File: config.mk
export PLATFORM = sky130hd
export DESIGN_NAME = fetch_unit
export DESIGN_NICKNAME = d
export VERILOG_FILES = /design/src/logic/icache_pkg.sv /design/src/logic/fetch_pkg.sv /design/src/logic/fetch_unit.sv /design/src/logic/fetch_buffers.sv /design/src/logic/icache.sv /design/src/logic/fetch_pc.sv /design/src/logic/fetch_fsm.sv
export SDC_FILE = /design/constraint.sdc
export NUM_CORES = 2
export LEC_CHECK = 0
export BUFFER_PORTS_ARGS = -buffer_cell sky130_fd_sc_hd__buf_2
export CORE_ASPECT_RATIO = 1.5
export CORE_MARGIN = 10
export CORE_UTILIZATION = 61
export DETAILED_ROUTE_END_ITERATION = 8
export PLACE_DENSITY = 0.88
export RECOVER_POWER = 50
export REMOVE_ABC_BUFFERS = 1
export SLEW_MARGIN = 25
export SYNTH_ARGS = -nofsm -noshare
export SYNTH_HDL_FRONTEND = slang
export SYNTH_SLANG_ARGS = --single-unit
File: constraint.sdc
create_clock -name clk -period 7.78 [get_ports clk]
set_input_delay 1.945 -clock clk [delete_from_list [all_inputs] [get_ports clk]]
set_output_delay 1.945 -clock clk [all_outputs]
set_load 0.1 [all_outputs]
File: src/logic/icache_pkg.sv
package icache_pkg;

  localparam int line_bytes     = 16;
  localparam int line_bits      = 128;
  localparam int offset_bits    = 4;
  localparam int max_index_bits = 8;
  localparam int tag_bits       = 32 - max_index_bits - offset_bits;

  typedef logic [line_bits-1:0] line_t;

  typedef struct packed {
    logic [tag_bits-1:0]       tag;
    logic [max_index_bits-1:0] index;
    logic [offset_bits-1:0]    offset;
  } addr_fields_t;

  // The low index bit (address bit 4) is the line parity.
  typedef union packed {
    logic [31:0]  flat;
    addr_fields_t fields;
  } fetch_addr_u;

endpackage

File: src/logic/fetch_pkg.sv
package fetch_pkg;

  // Each state name gives the buffers holding a line, as {buffer 1, buffer 0}.
  // The stall states wait on a cache refill after a consume.
  typedef enum logic [2:0] {
    idle        = 3'b000,
    state_10    = 3'b110,
    state_01    = 3'b101,
    state_11    = 3'b111,
    fe_stall_11 = 3'b011,
    fe_stall_01 = 3'b001
  } fetch_state_t;

  // Bit 1 loads buffer 1, bit 0 loads buffer 0.
  typedef logic [1:0] ld_buf_t;

  localparam ld_buf_t ld_none = 2'b00;
  localparam ld_buf_t ld_b0   = 2'b01;
  localparam ld_buf_t ld_b1   = 2'b10;
  localparam ld_buf_t ld_both = 2'b11;

endpackage
File: src/logic/fetch_unit.sv
module fetch_unit #(
  parameter int          icache_lines = 16,
  parameter logic [31:0] reset_vector = 32'h0000_1000
) (
  input  logic                    clk,
  input  logic                    rst_n,
  input  logic                    intr,
  input  logic                    ic_exp,
  input  logic                    dc_exp,
  input  logic                    de_br_stall,
  input  logic [31:0]             redirect_addr,
  input  logic                    de_p,
  input  logic                    r_V_de,
  input  logic                    fill_valid,
  input  logic [31:0]             fill_addr,
  input  icache_pkg::line_t       fill_data,
  output icache_pkg::line_t       buf0,
  output icache_pkg::line_t       buf1,
  output logic [1:0]              buf_valid,
  output logic [31:0]             fetch_addr,
  output fetch_pkg::fetch_state_t fetch_state,
  output logic                    ic_miss
);

  logic                    flush;
  logic                    eip_4;
  logic                    ic_hit;
  logic                    f_address_sel;
  fetch_pkg::ld_buf_t      f_ld_buf;
  icache_pkg::line_t       hit_data;
  icache_pkg::fetch_addr_u lookup_addr;

  assign flush = intr | ic_exp | dc_exp | de_br_stall;
  assign lookup_addr.flat = fetch_addr;

  // Only the full state is not looking for a line.
  assign ic_miss = !ic_hit && (fetch_state != fetch_pkg::state_11);

  icache #(.icache_lines(icache_lines)) u_icache (
    .clk(clk), .rst_n(rst_n), .lookup_addr(lookup_addr),
    .fill_valid(fill_valid), .fill_addr(fill_addr), .fill_data(fill_data),
    .ic_hit(ic_hit), .hit_data(hit_data)
  );

  fetch_pc #(.reset_vector(reset_vector)) u_fetch_pc (
    .clk(clk), .rst_n(rst_n), .flush(flush), .redirect_addr(redirect_addr),
    .address_sel(f_address_sel), .ld_buf(f_ld_buf),
    .fetch_addr(fetch_addr), .eip_4(eip_4)
  );

  fetch_fsm u_fetch_fsm (
    .clk(clk), .rst_n(rst_n), .flush(flush), .eip_4(eip_4), .ic_hit(ic_hit),
    .de_p(de_p), .r_V_de(r_V_de), .f_ld_buf(f_ld_buf),
    .f_address_sel(f_address_sel), .f_curr_st(fetch_state)
  );

  fetch_buffers u_fetch_buffers (
    .clk(clk), .rst_n(rst_n), .flush(flush), .ld_buf(f_ld_buf),
    .line_in(hit_data), .de_p(de_p), .r_V_de(r_V_de),
    .buf0(buf0), .buf1(buf1), .buf_valid(buf_valid)
  );

endmodule

File: src/logic/fetch_buffers.sv
module fetch_buffers (
  input  logic               clk,
  input  logic               rst_n,
  input  logic               flush,
  input  fetch_pkg::ld_buf_t ld_buf,
  input  icache_pkg::line_t  line_in,
  input  logic               de_p,
  input  logic               r_V_de,
  output icache_pkg::line_t  buf0,
  output icache_pkg::line_t  buf1,
  output logic [1:0]         buf_valid
);

  icache_pkg::line_t buf_q [2];
  logic [1:0]        consumed;

  assign consumed = r_V_de ? (de_p ? 2'b10 : 2'b01) : 2'b00;

  always_ff @(posedge clk) begin
    for (int i = 0; i < 2; i++) begin
      if (ld_buf[i]) begin
        buf_q[i] <= line_in;
      end
    end
  end

  // A load wins over a consume of the same buffer.
  always_ff @(posedge clk or negedge rst_n) begin
    if (!rst_n) begin
      buf_valid <= 2'b00;
    end else if (flush) begin
      buf_valid <= 2'b00;
    end else begin
      buf_valid <= (buf_valid & ~consumed) | ld_buf;
    end
  end

  assign buf0 = buf_q[0];
  assign buf1 = buf_q[1];

endmodule

File: src/logic/icache.sv
module icache #(
  parameter int icache_lines = 16
) (
  input  logic                    clk,
  input  logic                    rst_n,
  input  icache_pkg::fetch_addr_u lookup_addr,
  input  logic                    fill_valid,
  input  logic [31:0]             fill_addr,
  input  icache_pkg::line_t       fill_data,
  output logic                    ic_hit,
  output icache_pkg::line_t       hit_data
);

  localparam int idx_bits = $clog2(icache_lines);
  // Upper index bits not used for addressing are kept with the tag.
  localparam int stored_bits = 32 - icache_pkg::offset_bits - idx_bits;

  icache_pkg::fetch_addr_u fill_u;
  logic [idx_bits-1:0]     rd_idx;
  logic [idx_bits-1:0]     wr_idx;
  logic [stored_bits-1:0]  rd_tag;
  logic [stored_bits-1:0]  wr_tag;

  logic [stored_bits-1:0]  tag_mem  [icache_lines];
  icache_pkg::line_t       data_mem [icache_lines];
  logic [icache_lines-1:0] valid_q;

  assign fill_u.flat = fill_addr;
  assign rd_idx = lookup_addr.fields.index[idx_bits-1:0];
  assign wr_idx = fill_u.fields.index[idx_bits-1:0];
  assign rd_tag = {lookup_addr.fields.tag,
                   lookup_addr.fields.index[icache_pkg::max_index_bits-1:idx_bits]};
  assign wr_tag = {fill_u.fields.tag,
                   fill_u.fields.index[icache_pkg::max_index_bits-1:idx_bits]};

  always_ff @(posedge clk or negedge rst_n) begin
    if (!rst_n) begin
      valid_q <= '0;
    end else if (fill_valid) begin
      valid_q[wr_idx] <= 1'b1;
    end
  end

  always_ff @(posedge clk) begin
    if (fill_valid) begin
      tag_mem[wr_idx]  <= wr_tag;
      data_mem[wr_idx] <= fill_data;
    end
  end

  assign ic_hit   = valid_q[rd_idx] && (tag_mem[rd_idx] == rd_tag);
  assign hit_data = data_mem[rd_idx];

endmodule

File: src/logic/fetch_pc.sv
module fetch_pc #(
  parameter logic [31:0] reset_vector = 32'h0000_1000
) (
  input  logic               clk,
  input  logic               rst_n,
  input  logic               flush,
  input  logic [31:0]        redirect_addr,
  input  logic               address_sel,
  input  fetch_pkg::ld_buf_t ld_buf,
  output logic [31:0]        fetch_addr,
  output logic               eip_4
);

  icache_pkg::fetch_addr_u pc_q;
  logic                    advance;

  assign advance = address_sel && (ld_buf != fetch_pkg::ld_none);

  always_ff @(posedge clk or negedge rst_n) begin
    if (!rst_n) begin
      pc_q.flat <= reset_vector;
    end else if (flush) begin
      // Fetch works on whole lines.
      pc_q.flat <= redirect_addr & ~32'(icache_pkg::line_bytes - 1);
    end else if (advance) begin
      pc_q.flat <= pc_q.flat + 32'(icache_pkg::line_bytes);
    end
  end

  assign fetch_addr = pc_q.flat;
  assign eip_4      = pc_q.flat[4];

endmodule

File: src/logic/fetch_fsm.sv
module fetch_fsm (
  input  logic                   clk,
  input  logic                   rst_n,
  input  logic                   flush,
  input  logic                   eip_4,
  input  logic                   ic_hit,
  input  logic                   de_p,
  input  logic                   r_V_de,
  output fetch_pkg::ld_buf_t     f_ld_buf,
  output logic                   f_address_sel,
  output fetch_pkg::fetch_state_t f_curr_st
);

  fetch_pkg::fetch_state_t f_next_st;
  logic                    next_f_address_sel;
  logic                    consume_b0;
  logic                    consume_b1;

  assign consume_b0 = r_V_de && !de_p;
  assign consume_b1 = r_V_de && de_p;

  always_comb begin
    f_next_st          = f_curr_st;
    f_ld_buf           = fetch_pkg::ld_none;
    next_f_address_sel = 1'b1;
    case (f_curr_st)
      fetch_pkg::idle: begin
        // First idle cycle after reset or flush is a lookup only.
        if (ic_hit && f_address_sel) begin
          if (eip_4) begin
            f_next_st = fetch_pkg::state_10;
            f_ld_buf  = fetch_pkg::ld_b1;
          end else begin
            f_next_st = fetch_pkg::state_01;
            f_ld_buf  = fetch_pkg::ld_b0;
          end
        end
      end
      fetch_pkg::state_10: begin
        // Buffer 1 full, fetching the even line for buffer 0.
        if (ic_hit) begin
          f_ld_buf  = fetch_pkg::ld_b0;
          f_next_st = consume_b1 ? fetch_pkg::state_01 : fetch_pkg::state_11;
        end else if (consume_b1) begin
          f_next_st = fetch_pkg::idle;
        end
      end
      fetch_pkg::state_01: begin
        if (ic_hit) begin
          f_ld_buf  = fetch_pkg::ld_b1;
          f_next_st = consume_b0 ? fetch_pkg::state_10 : fetch_pkg::state_11;
        end else if (consume_b0) begin
          f_next_st = fetch_pkg::idle;
        end
      end
      fetch_pkg::state_11: begin
        // Refill only the buffer whose parity matches the next line.
        if (consume_b0 && !eip_4) begin
          if (ic_hit) begin
            f_ld_buf = fetch_pkg::ld_b0;
          end else begin
            f_next_st = fetch_pkg::fe_stall_11;
          end
        end else if (consume_b1 && eip_4) begin
          if (ic_hit) begin
            f_ld_buf = fetch_pkg::ld_b1;
          end else begin
            f_next_st = fetch_pkg::fe_stall_01;
          end
        end
      end
      fetch_pkg::fe_stall_11: begin
        if (ic_hit) begin
          f_ld_buf  = fetch_pkg::ld_b0;
          f_next_st = fetch_pkg::state_11;
        end
      end
      fetch_pkg::fe_stall_01: begin
        if (ic_hit) begin
          f_ld_buf  = fetch_pkg::ld_b1;
          f_next_st = fetch_pkg::state_11;
        end
      end
      default: begin
        f_next_st          = fetch_pkg::idle;
        next_f_address_sel = 1'b0;
      end
    endcase
  end

  always_ff @(posedge clk or negedge rst_n) begin
    if (!rst_n) begin
      f_curr_st     <= fetch_pkg::idle;
      f_address_sel <= 1'b0;
    end else if (flush) begin
      f_curr_st     <= fetch_pkg::idle;
      f_address_sel <= 1'b0;
    end else begin
      f_curr_st     <= f_next_st;
      f_address_sel <= next_f_address_sel;
    end
  end

endmodule

Yosys cells after proc, flatten, opt, wreduce, memory -nomap -nowiden:

Memories as Yosys holds them, arrays and structs flattened.
Cells that the tools add are included.

* register bits: 54
* RAM bits: 2688
* input bits: 201
* output and inout port bits: 294
* word-level logic and storage cells: 96
* memories kept: 3

* add/sub/neg operators: 1
* $lt $le $gt $ge: 3
* equal/unequal tests: 14
* mux-type cells: 42
* bitwise operators: 7
* reductions and logical operators: 21

Memories
* u_icache.data_mem: words 16, width 128, read ports 1, clocked after Yosys merged registers in 0, write ports 1, RTL line icache.sv:25 `icache_pkg::line_t data_mem [icache_lines];`
* u_icache.tag_mem: words 16, width 24, read ports 1, clocked after Yosys merged registers in 0, write ports 1, RTL line icache.sv:24 `logic [stored_bits-1:0] tag_mem [icache_lines];`
* u_fetch_buffers.buf_q: words 2, width 128, read ports 2, clocked after Yosys merged registers in 0, write ports 1, RTL line fetch_buffers.sv:14 `icache_pkg::line_t buf_q [2];`

Operator list (count)
* $mux W128: 1
* $reduce_or A128 Y1: 1
* $mux W32: 2
* $mux W3: 11
* $add A32 B5 Y32 const B: 1
* $eq A24 B24 Y1: 1
* $mux W2: 10
* $or A16 B16 Y16: 1
* $pmux W3 S5: 1
* $mux W1: 14
* $lt A4 B5 Y1 const B: 2
* $eq A3 B3 Y1 const B: 3
* $logic_and A1 B1 Y1: 9
* $ne A4 B3 Y1 const B: 2
* $ne A4 B4 Y1 const B: 2
* $pmux W2 S4: 1
* $reduce_and A7 Y1: 1
* $reduce_or A2 Y1: 3
* $reduce_or A6 Y1: 1
* $bmux W1 S4: 1
* $demux W1 S4: 1
* $ge A4 B1 Y1 const B: 1
* $ne A4 B2 Y1 const B: 1
* $reduce_bool A2 Y1: 2
* 11 further kinds: 15

Depth between registers and ports, before layout:

* word-level depth: 11
* gate-level depth with buffers: 16
* mapped depth without buffers: 10

Cells and area by module:

A second synthesis with hierarchy kept.

* cell total of the unflattened synthesis: 4186
* area total of the unflattened synthesis: 102390.7 µm²

By module, submodules not included
* icache: instances 1, cells each 3673, area each 92512.5 µm², seq. area each 73430.4 µm²
* fetch_buffers: instances 1, cells each 264, area each 7780.0 µm², seq. area each 7737.4 µm²
* fetch_pc: instances 1, cells each 191, area each 1639.1 µm², seq. area each 701.9 µm²
* fetch_fsm: instances 1, cells each 56, area each 445.4 µm², seq. area each 100.1 µm²
* fetch_unit: instances 1, cells each 2, area each 13.8 µm², seq. area each 0.0 µm²

Worst setup path after synthesis:

Ideal clock, no wire load.

* path kind: input-to-reg
* start: input fill_addr[7]
* end: register u_icache.valid_q[0]
* setup time: 0.131 ns
* arrival: 13.688 ns
* setup slack: -6.039 ns
* stages: 3
* buffers on the path: 0
* cell sequence: or3b_2 > nor3_1 > or2_2

* longest elaborated chain between the ends: 5
* elaborated cells on any way between the ends: 6
* those cells by class: order compare: 2; mux: 2; bitwise: 1; reduce/logical: 1

Ends and longest elaborated chain
* from (decl): RTL line fetch_unit.sv:15 `input logic [31:0] fill_addr,`
* $lt A4 B5 Y1 (not written as such) / $ge A4 B1 Y1 (equally long branches): RTL line icache.sv:40 `valid_q[wr_idx] <= 1'b1;`
* $logic_and A1 B1 Y1 (not written as such): RTL line icache.sv:40
* $mux W1 (not written as such): RTL line icache.sv:40
* $demux W1 S4 (*)
* $or A16 B16 Y16 (no source line) (*)
* to (signal assigned): RTL line icache.sv:38 `valid_q <= '0;`
* to (signal, indexed assignment): RTL line icache.sv:40
* to (decl): RTL line icache.sv:26 `logic [icache_lines-1:0] valid_q;`

Every way passes the cells marked *; elsewhere a longest branch is shown, timed or not.
A chain may end at the register's enable or synchronous reset.

Worst setup path in the final report:

* start: register u_fetch_pc.pc_q, in the netlist u_fetch_pc.fetch_addr[6]
* end: output ic_miss

* longest elaborated chain between the ends: 5
* elaborated cells on any way between the ends: 7
* those cells by class: eq/ne: 1; mux: 2; reduce/logical: 3; memory: 1

Ends and longest elaborated chain
* from (decl): RTL line fetch_pc.sv:14 `icache_pkg::fetch_addr_u pc_q;`
* $mem_v2 Z16 W24 / $bmux W1 S4 (equally long branches)
* $eq A24 B24 Y1 / $mux W1 (equally long branches): RTL line icache.sv:51 `assign ic_hit = valid_q[rd_idx] && (tag_mem[rd_idx] == rd_tag);`
* $logic_and A1 B1 Y1 (*): RTL line icache.sv:51
* $logic_not A1 Y1 (*): RTL line fetch_unit.sv:37 `assign ic_miss = !ic_hit && (fetch_state != fetch_pkg::state_11);`
* $logic_and A1 B1 Y1 (*): RTL line fetch_unit.sv:37
* to (decl): RTL line fetch_unit.sv:22 `output logic ic_miss`

Every way passes the cells marked *; elsewhere a longest branch is shown, timed or not. The select of a mux whose other input is x is not followed.

==> PnR_summary.wiki <==
{| class="wikitable"
! Metric !! Value
|-
| Detailed router's first-iteration violation count || 7,153
|-
| Final worst hold slack || around 0.47 ns
|-
| Sink count of the clock tree || 2,738
|-
| Post-place setup slack || 1.63 ns
|-
| Worst path slowest cell || sky130_fd_sc_hd__dfrtp_4
|-
| Power density relative to cell area || roughly 260 nW/um^2
|-
| Setup TNS || 0 ns
|-
| Run status || finished with violations
|-
| Total placed cells including tap cells || between 6,000 and 7,000
|-
| Worst voltage drop across the vdd grid || between 200 and 250 uV
|-
| Most used flip-flop cell after synthesis || sky130_fd_sc_hd__edfxtp_1
|-
| Std-Cell Core Area || 167,000 sq um
|-
| Via density per instance || just under 7
|-
| Cells resized by post-CTS repair || 0
|-
| Number of search-and-repair iterations in the first detailed-routing pass || 6
|-
| Detailed Route WL || 256,000 microns
|-
| Met3 Resource Use GR || 5.98%
|-
| CP Data Arrival Time || 5.33 ns
|-
| Mean area per synthesized cell || 24.7 sq um
|-
| Critical path fanouts, max || 47
|-
| P&R area growth vs syn || 12.1%
|-
| Number of buffers inserted during clock tree synthesis || around 230
|-
| Max-slew headroom || -193%
|-
| Per-cell routed wire length || ~36 microns
|-
| Layout cells sized above 1 || between 30 and 40%
|-
| Wire length of the first global-routing pass || 369,000 microns
|-
| Layout Skew || 0.0646 ns
|-
| Number of nets with antenna violations after detailed routing || 0
|-
| Dominant delay contributor by cell family on the critical path || buffers and inverters
|-
| Clock tree from TritonCTS || built
|-
| Sequential group share of total power || 56.0%
|-
| Met2 Usage GRT || 46.2%
|-
| Type of the worst setup path || reg2out
|-
| Min Tclk post-route || 7.27 ns
|-
| Flop and latch count out of synthesis || between 2,000 and 3,000
|-
| Final cell count without fillers || between 7,000 and 8,000
|-
| Post-synth design cell area || around 100,000 sq um
|-
| CTS clock-pin slew for the worst setup and hold paths || 0.07 ns
|-
| GRT Overall Usage || 27.8%
|-
| Final Hold Violating Endpoints || 0
|-
| Final-stage net count || approximately 4,900
|-
| Failing checks || max-capacitance violations, max-slew violations
|-
| Via total after detailed routing || 49,400
|-
| Sequential area share after synthesis || roughly four fifths
|-
| Number of flops mapped to enable cells by yosys || between 2,000 and 3,000
|-
| Final GP Congestion || 0.871
|-
| Via count of the first global-routing pass || 51,000
|-
| Buffers added on ports || 482
|-
| HPWL reported at the end of detailed placement || roughly 130,000 microns
|-
| Final WS setup || 0.508 ns
|-
| Final worst path period share || about 93%
|-
| Buffer depth of the longest clock path || 3
|-
| CTS Root Buffer Type || sky130_fd_sc_hd__clkbuf_16
|-
| Longest individual stage delay on the worst path || slightly below 0.9 ns
|-
| FMAX || 138 MHz
|-
| Yosys warning total || 0
|-
| Die outline height || between 500 and 600 microns
|-
| Remaining Overflow, GRT || 0
|-
| Die footprint || 185,000 sq um
|-
| Post-synthesis instance total || 4,147
|-
| Total number of placement rows || 184
|-
| Number of antenna violations at the first check in global routing || 38
|-
| Cell seen most often among critical-path stages || sky130_fd_sc_hd__buf_4
|-
| Required arrival time at the worst endpoint || slightly below 6 ns
|-
| Sw Ratio || 21.6%
|-
| Clock power frac || 38.1%
|-
| I/O pin count || 495
|-
| HP Class || reg2reg
|-
| Horizontal die dimension || approximately 350 microns
|-
| Combinational fraction of design power || 5.9%
|-
| Number of max-slew violations in the final report || 483
|-
| Max_cap viols || 13
|-
| Cell Int Power || 23.4 mW
|-
| Post-CTS Setup Bufs || 0
|-
| Leakage Power || 36.2 nW
|-
| Setup crit start kind || flop
|-
| Sort of element at the end of the critical path || output pin
|-
| Hold bufs inserted after CTS || 0
|-
| Transition at the pin with the smallest max-transition slack || between 4 and 5 ns
|-
| Worst-path cell chain || buf_4 -> nand2_1 -> a211oi_1 -> nor4_1 -> nor4b_1 -> a31o_2 -> nand3_1 -> nor3_1 -> buf_4 -> a31oi_1 -> buf_2
|-
| Bufs and invs on worst path || 3
|-
| Count of cell types in the netlist || 69
|-
| Met1 demand-to-capacity share in global routing || 35.7%
|-
| Initial core utilization || 61.2%
|-
| Post-synth ARST share || 1.83%
|-
| Post-route DRC violation count || 0
|-
| Net switching component of the power || 6.43 mW
|-
| Largest net degree at the start of global routing || 120
|-
| Clk_lat worst skew || about 0.9 ns
|-
| Setup repair after global routing missed its margin || false
|-
| Final setup violation count || 0
|-
| Number of H-tree branching levels || 4
|-
| Layer with the highest usage || met2
|}
-- area by class of cell --
type                       count  area [sq um]
multi-input combinational   1197         19500
antenna                       16          40.0
sequential                  2738         82000
tap                         2232          2790
inverter                      17          71.3
clock inverter               130          1350
fill                        9425         52400
timing repair buffer         566          3080
clock buffer                 288          5950
-- per-layer routing --
metal,vias to the layer above,share of wire [%]
li1,19000,-
met1,25900,34
met2,3861,51
met3,664,10
met4,44,4.2
met5,-,0.11
-- kinds of logic after synthesis --
group / after synthesis / synth area share [%]
mux: 801 / 16.6
other cells: 1 / 0.00366
xor+xnor: 51 / 0.436
buf+inv: 215 / 0.917
simple gates: 218 / 1.11
compound gates: 122 / 0.824
flops: 2738 / 80.1
fa+ha+maj: 1 / 0.0122
-- cell usage in the layout, fill, tap and decap left out, types with 6 or more instances in the layout --
master                       instances
sky130_fd_sc_hd__nor2_1             40
sky130_fd_sc_hd__o21ai_0            41
sky130_fd_sc_hd__inv_6               6
sky130_fd_sc_hd__nand2b_1            9
sky130_fd_sc_hd__or2_2              17
sky130_fd_sc_hd__dfrtp_1            46
sky130_fd_sc_hd__clkinv_1           37
sky130_fd_sc_hd__nand2_1            47
sky130_fd_sc_hd__xnor2_1            35
sky130_fd_sc_hd__nand4_1             9
sky130_fd_sc_hd__inv_1              15
sky130_fd_sc_hd__diode_2            16
sky130_fd_sc_hd__edfxtp_1         2688
sky130_fd_sc_hd__bufinv_16          21
sky130_fd_sc_hd__mux2_2             21
sky130_fd_sc_hd__and3_1              7
sky130_fd_sc_hd__a211oi_1            6
sky130_fd_sc_hd__mux4_2            715
sky130_fd_sc_hd__mux2i_1            64
sky130_fd_sc_hd__nand3_1            24
sky130_fd_sc_hd__a221oi_1            7
sky130_fd_sc_hd__nor3_1             16
sky130_fd_sc_hd__xor2_1             16
sky130_fd_sc_hd__o31ai_1             6
sky130_fd_sc_hd__clkinv_2           42
sky130_fd_sc_hd__buf_12             18
sky130_fd_sc_hd__clkinvlp_4         10
sky130_fd_sc_hd__buf_4              51
sky130_fd_sc_hd__nor2b_1            11
sky130_fd_sc_hd__clkbuf_1          221
sky130_fd_sc_hd__buf_2             327
sky130_fd_sc_hd__clkbuf_16         227
sky130_fd_sc_hd__nor4_1              6
sky130_fd_sc_hd__a31oi_1             7
sky130_fd_sc_hd__o22ai_1            11
sky130_fd_sc_hd__a22o_1              6
-- cells in the mapped netlist (5+ instances only) --
cell	instances	area [sq um]
sky130_fd_sc_hd__a21oi_1	5	25.0
sky130_fd_sc_hd__buf_4	14	105
sky130_fd_sc_hd__nand2_1	47	176
sky130_fd_sc_hd__o21ai_0	41	205
sky130_fd_sc_hd__mux2i_1	64	641
sky130_fd_sc_hd__o31ai_1	6	45.0
sky130_fd_sc_hd__or2_2	17	106
sky130_fd_sc_hd__nor2b_1	11	68.8
sky130_fd_sc_hd__a221oi_1	7	61.3
sky130_fd_sc_hd__o22ai_1	11	68.8
sky130_fd_sc_hd__buf_1	40	150
sky130_fd_sc_hd__mux2_2	21	236
sky130_fd_sc_hd__a211oi_1	6	45.0
sky130_fd_sc_hd__mux4_2	715	16100
sky130_fd_sc_hd__inv_1	15	56.3
sky130_fd_sc_hd__xor2_1	16	140
sky130_fd_sc_hd__edfxtp_1	2688	80700
sky130_fd_sc_hd__a31oi_1	7	43.8
sky130_fd_sc_hd__xnor2_1	35	307
sky130_fd_sc_hd__nor2_1	42	158
sky130_fd_sc_hd__nand4_1	9	56.3
sky130_fd_sc_hd__nand3_1	24	120
sky130_fd_sc_hd__clkbuf_1	121	454
sky130_fd_sc_hd__dfrtp_1	49	1230
sky130_fd_sc_hd__nand2b_1	9	56.3
sky130_fd_sc_hd__and2_1	7	43.8
sky130_fd_sc_hd__nor4_1	7	43.8
sky130_fd_sc_hd__buf_6	8	90.1
sky130_fd_sc_hd__buf_2	15	75.1
sky130_fd_sc_hd__nor3_1	16	80.1
sky130_fd_sc_hd__a22o_1	6	52.6
sky130_fd_sc_hd__and3_1	7	43.8
-- power groups by stage --
stage | Clock, mW | Combinational [mW] | Sequential [mW]
2_1_floorplan | 0 | 1.77 | 17.2
3_3_place_gp | 0 | 1.67 | 16.9
3_5_place_dp | 0 | 1.74 | 17.0
4_1_cts | 11.5 | 1.79 | 16.7
5_1_grt | 12.0 | 1.86 | 16.7
6_report | 11.4 | 1.77 | 16.7
-- stage by stage --
stage / power [mW] / util (%) / cell area [sq um]
final: 29.8 / 68.7 / 115000
after global routing: 30.5 / 68.6 / 115000
after CTS: 29.9 / 68.8 / 115000
after detailed placement: 18.7 / 64.5 / 108000
after global placement: 18.6 / 64.5 / 108000
after floorplan: 19.0 / - / 101000
-- final timing paths --
kind,from,end,slack [ns],cells past startpoint
worst max register to register,u_fetch_pc.fetch_addr[6],u_fetch_buffers.buf_q[0][47],2.16,11
worst max-delay path,u_fetch_pc.fetch_addr[6],ic_miss,0.51,11
worst min-delay path,u_icache.valid_q[15],u_icache.valid_q[15],0.47,1
worst min register to register,u_icache.valid_q[15],u_icache.valid_q[15],0.47,1
min in group asynchronous,rst_n,u_fetch_pc.fetch_addr[24],2.09,2
max in group asynchronous,rst_n,u_fetch_pc.fetch_addr[6],3.63,2
-- flip-flops by register name, summed over array words and instances, names as in the netlist --
signal / count
u_icache.data_mem: 2048
u_icache.tag_mem: 384
u_fetch_buffers.buf_q: 256
u_fetch_pc.fetch_addr: 28
u_icache.valid_q: 16
u_fetch_fsm.f_curr_st: 3
u_fetch_buffers.buf_valid: 2
u_fetch_fsm.f_address_sel: 1
-- worst reg2reg max path: cells and delay by family (launching register included) --
family                 cells  cell delay, ns
and+or+nand+nor            6            1.91
AOI/OAI and AO/OA          2            0.70
buffers and inverters      3            1.67
DFF                        1            0.87
Note: power is estimated with default switching activity, not from simulation.
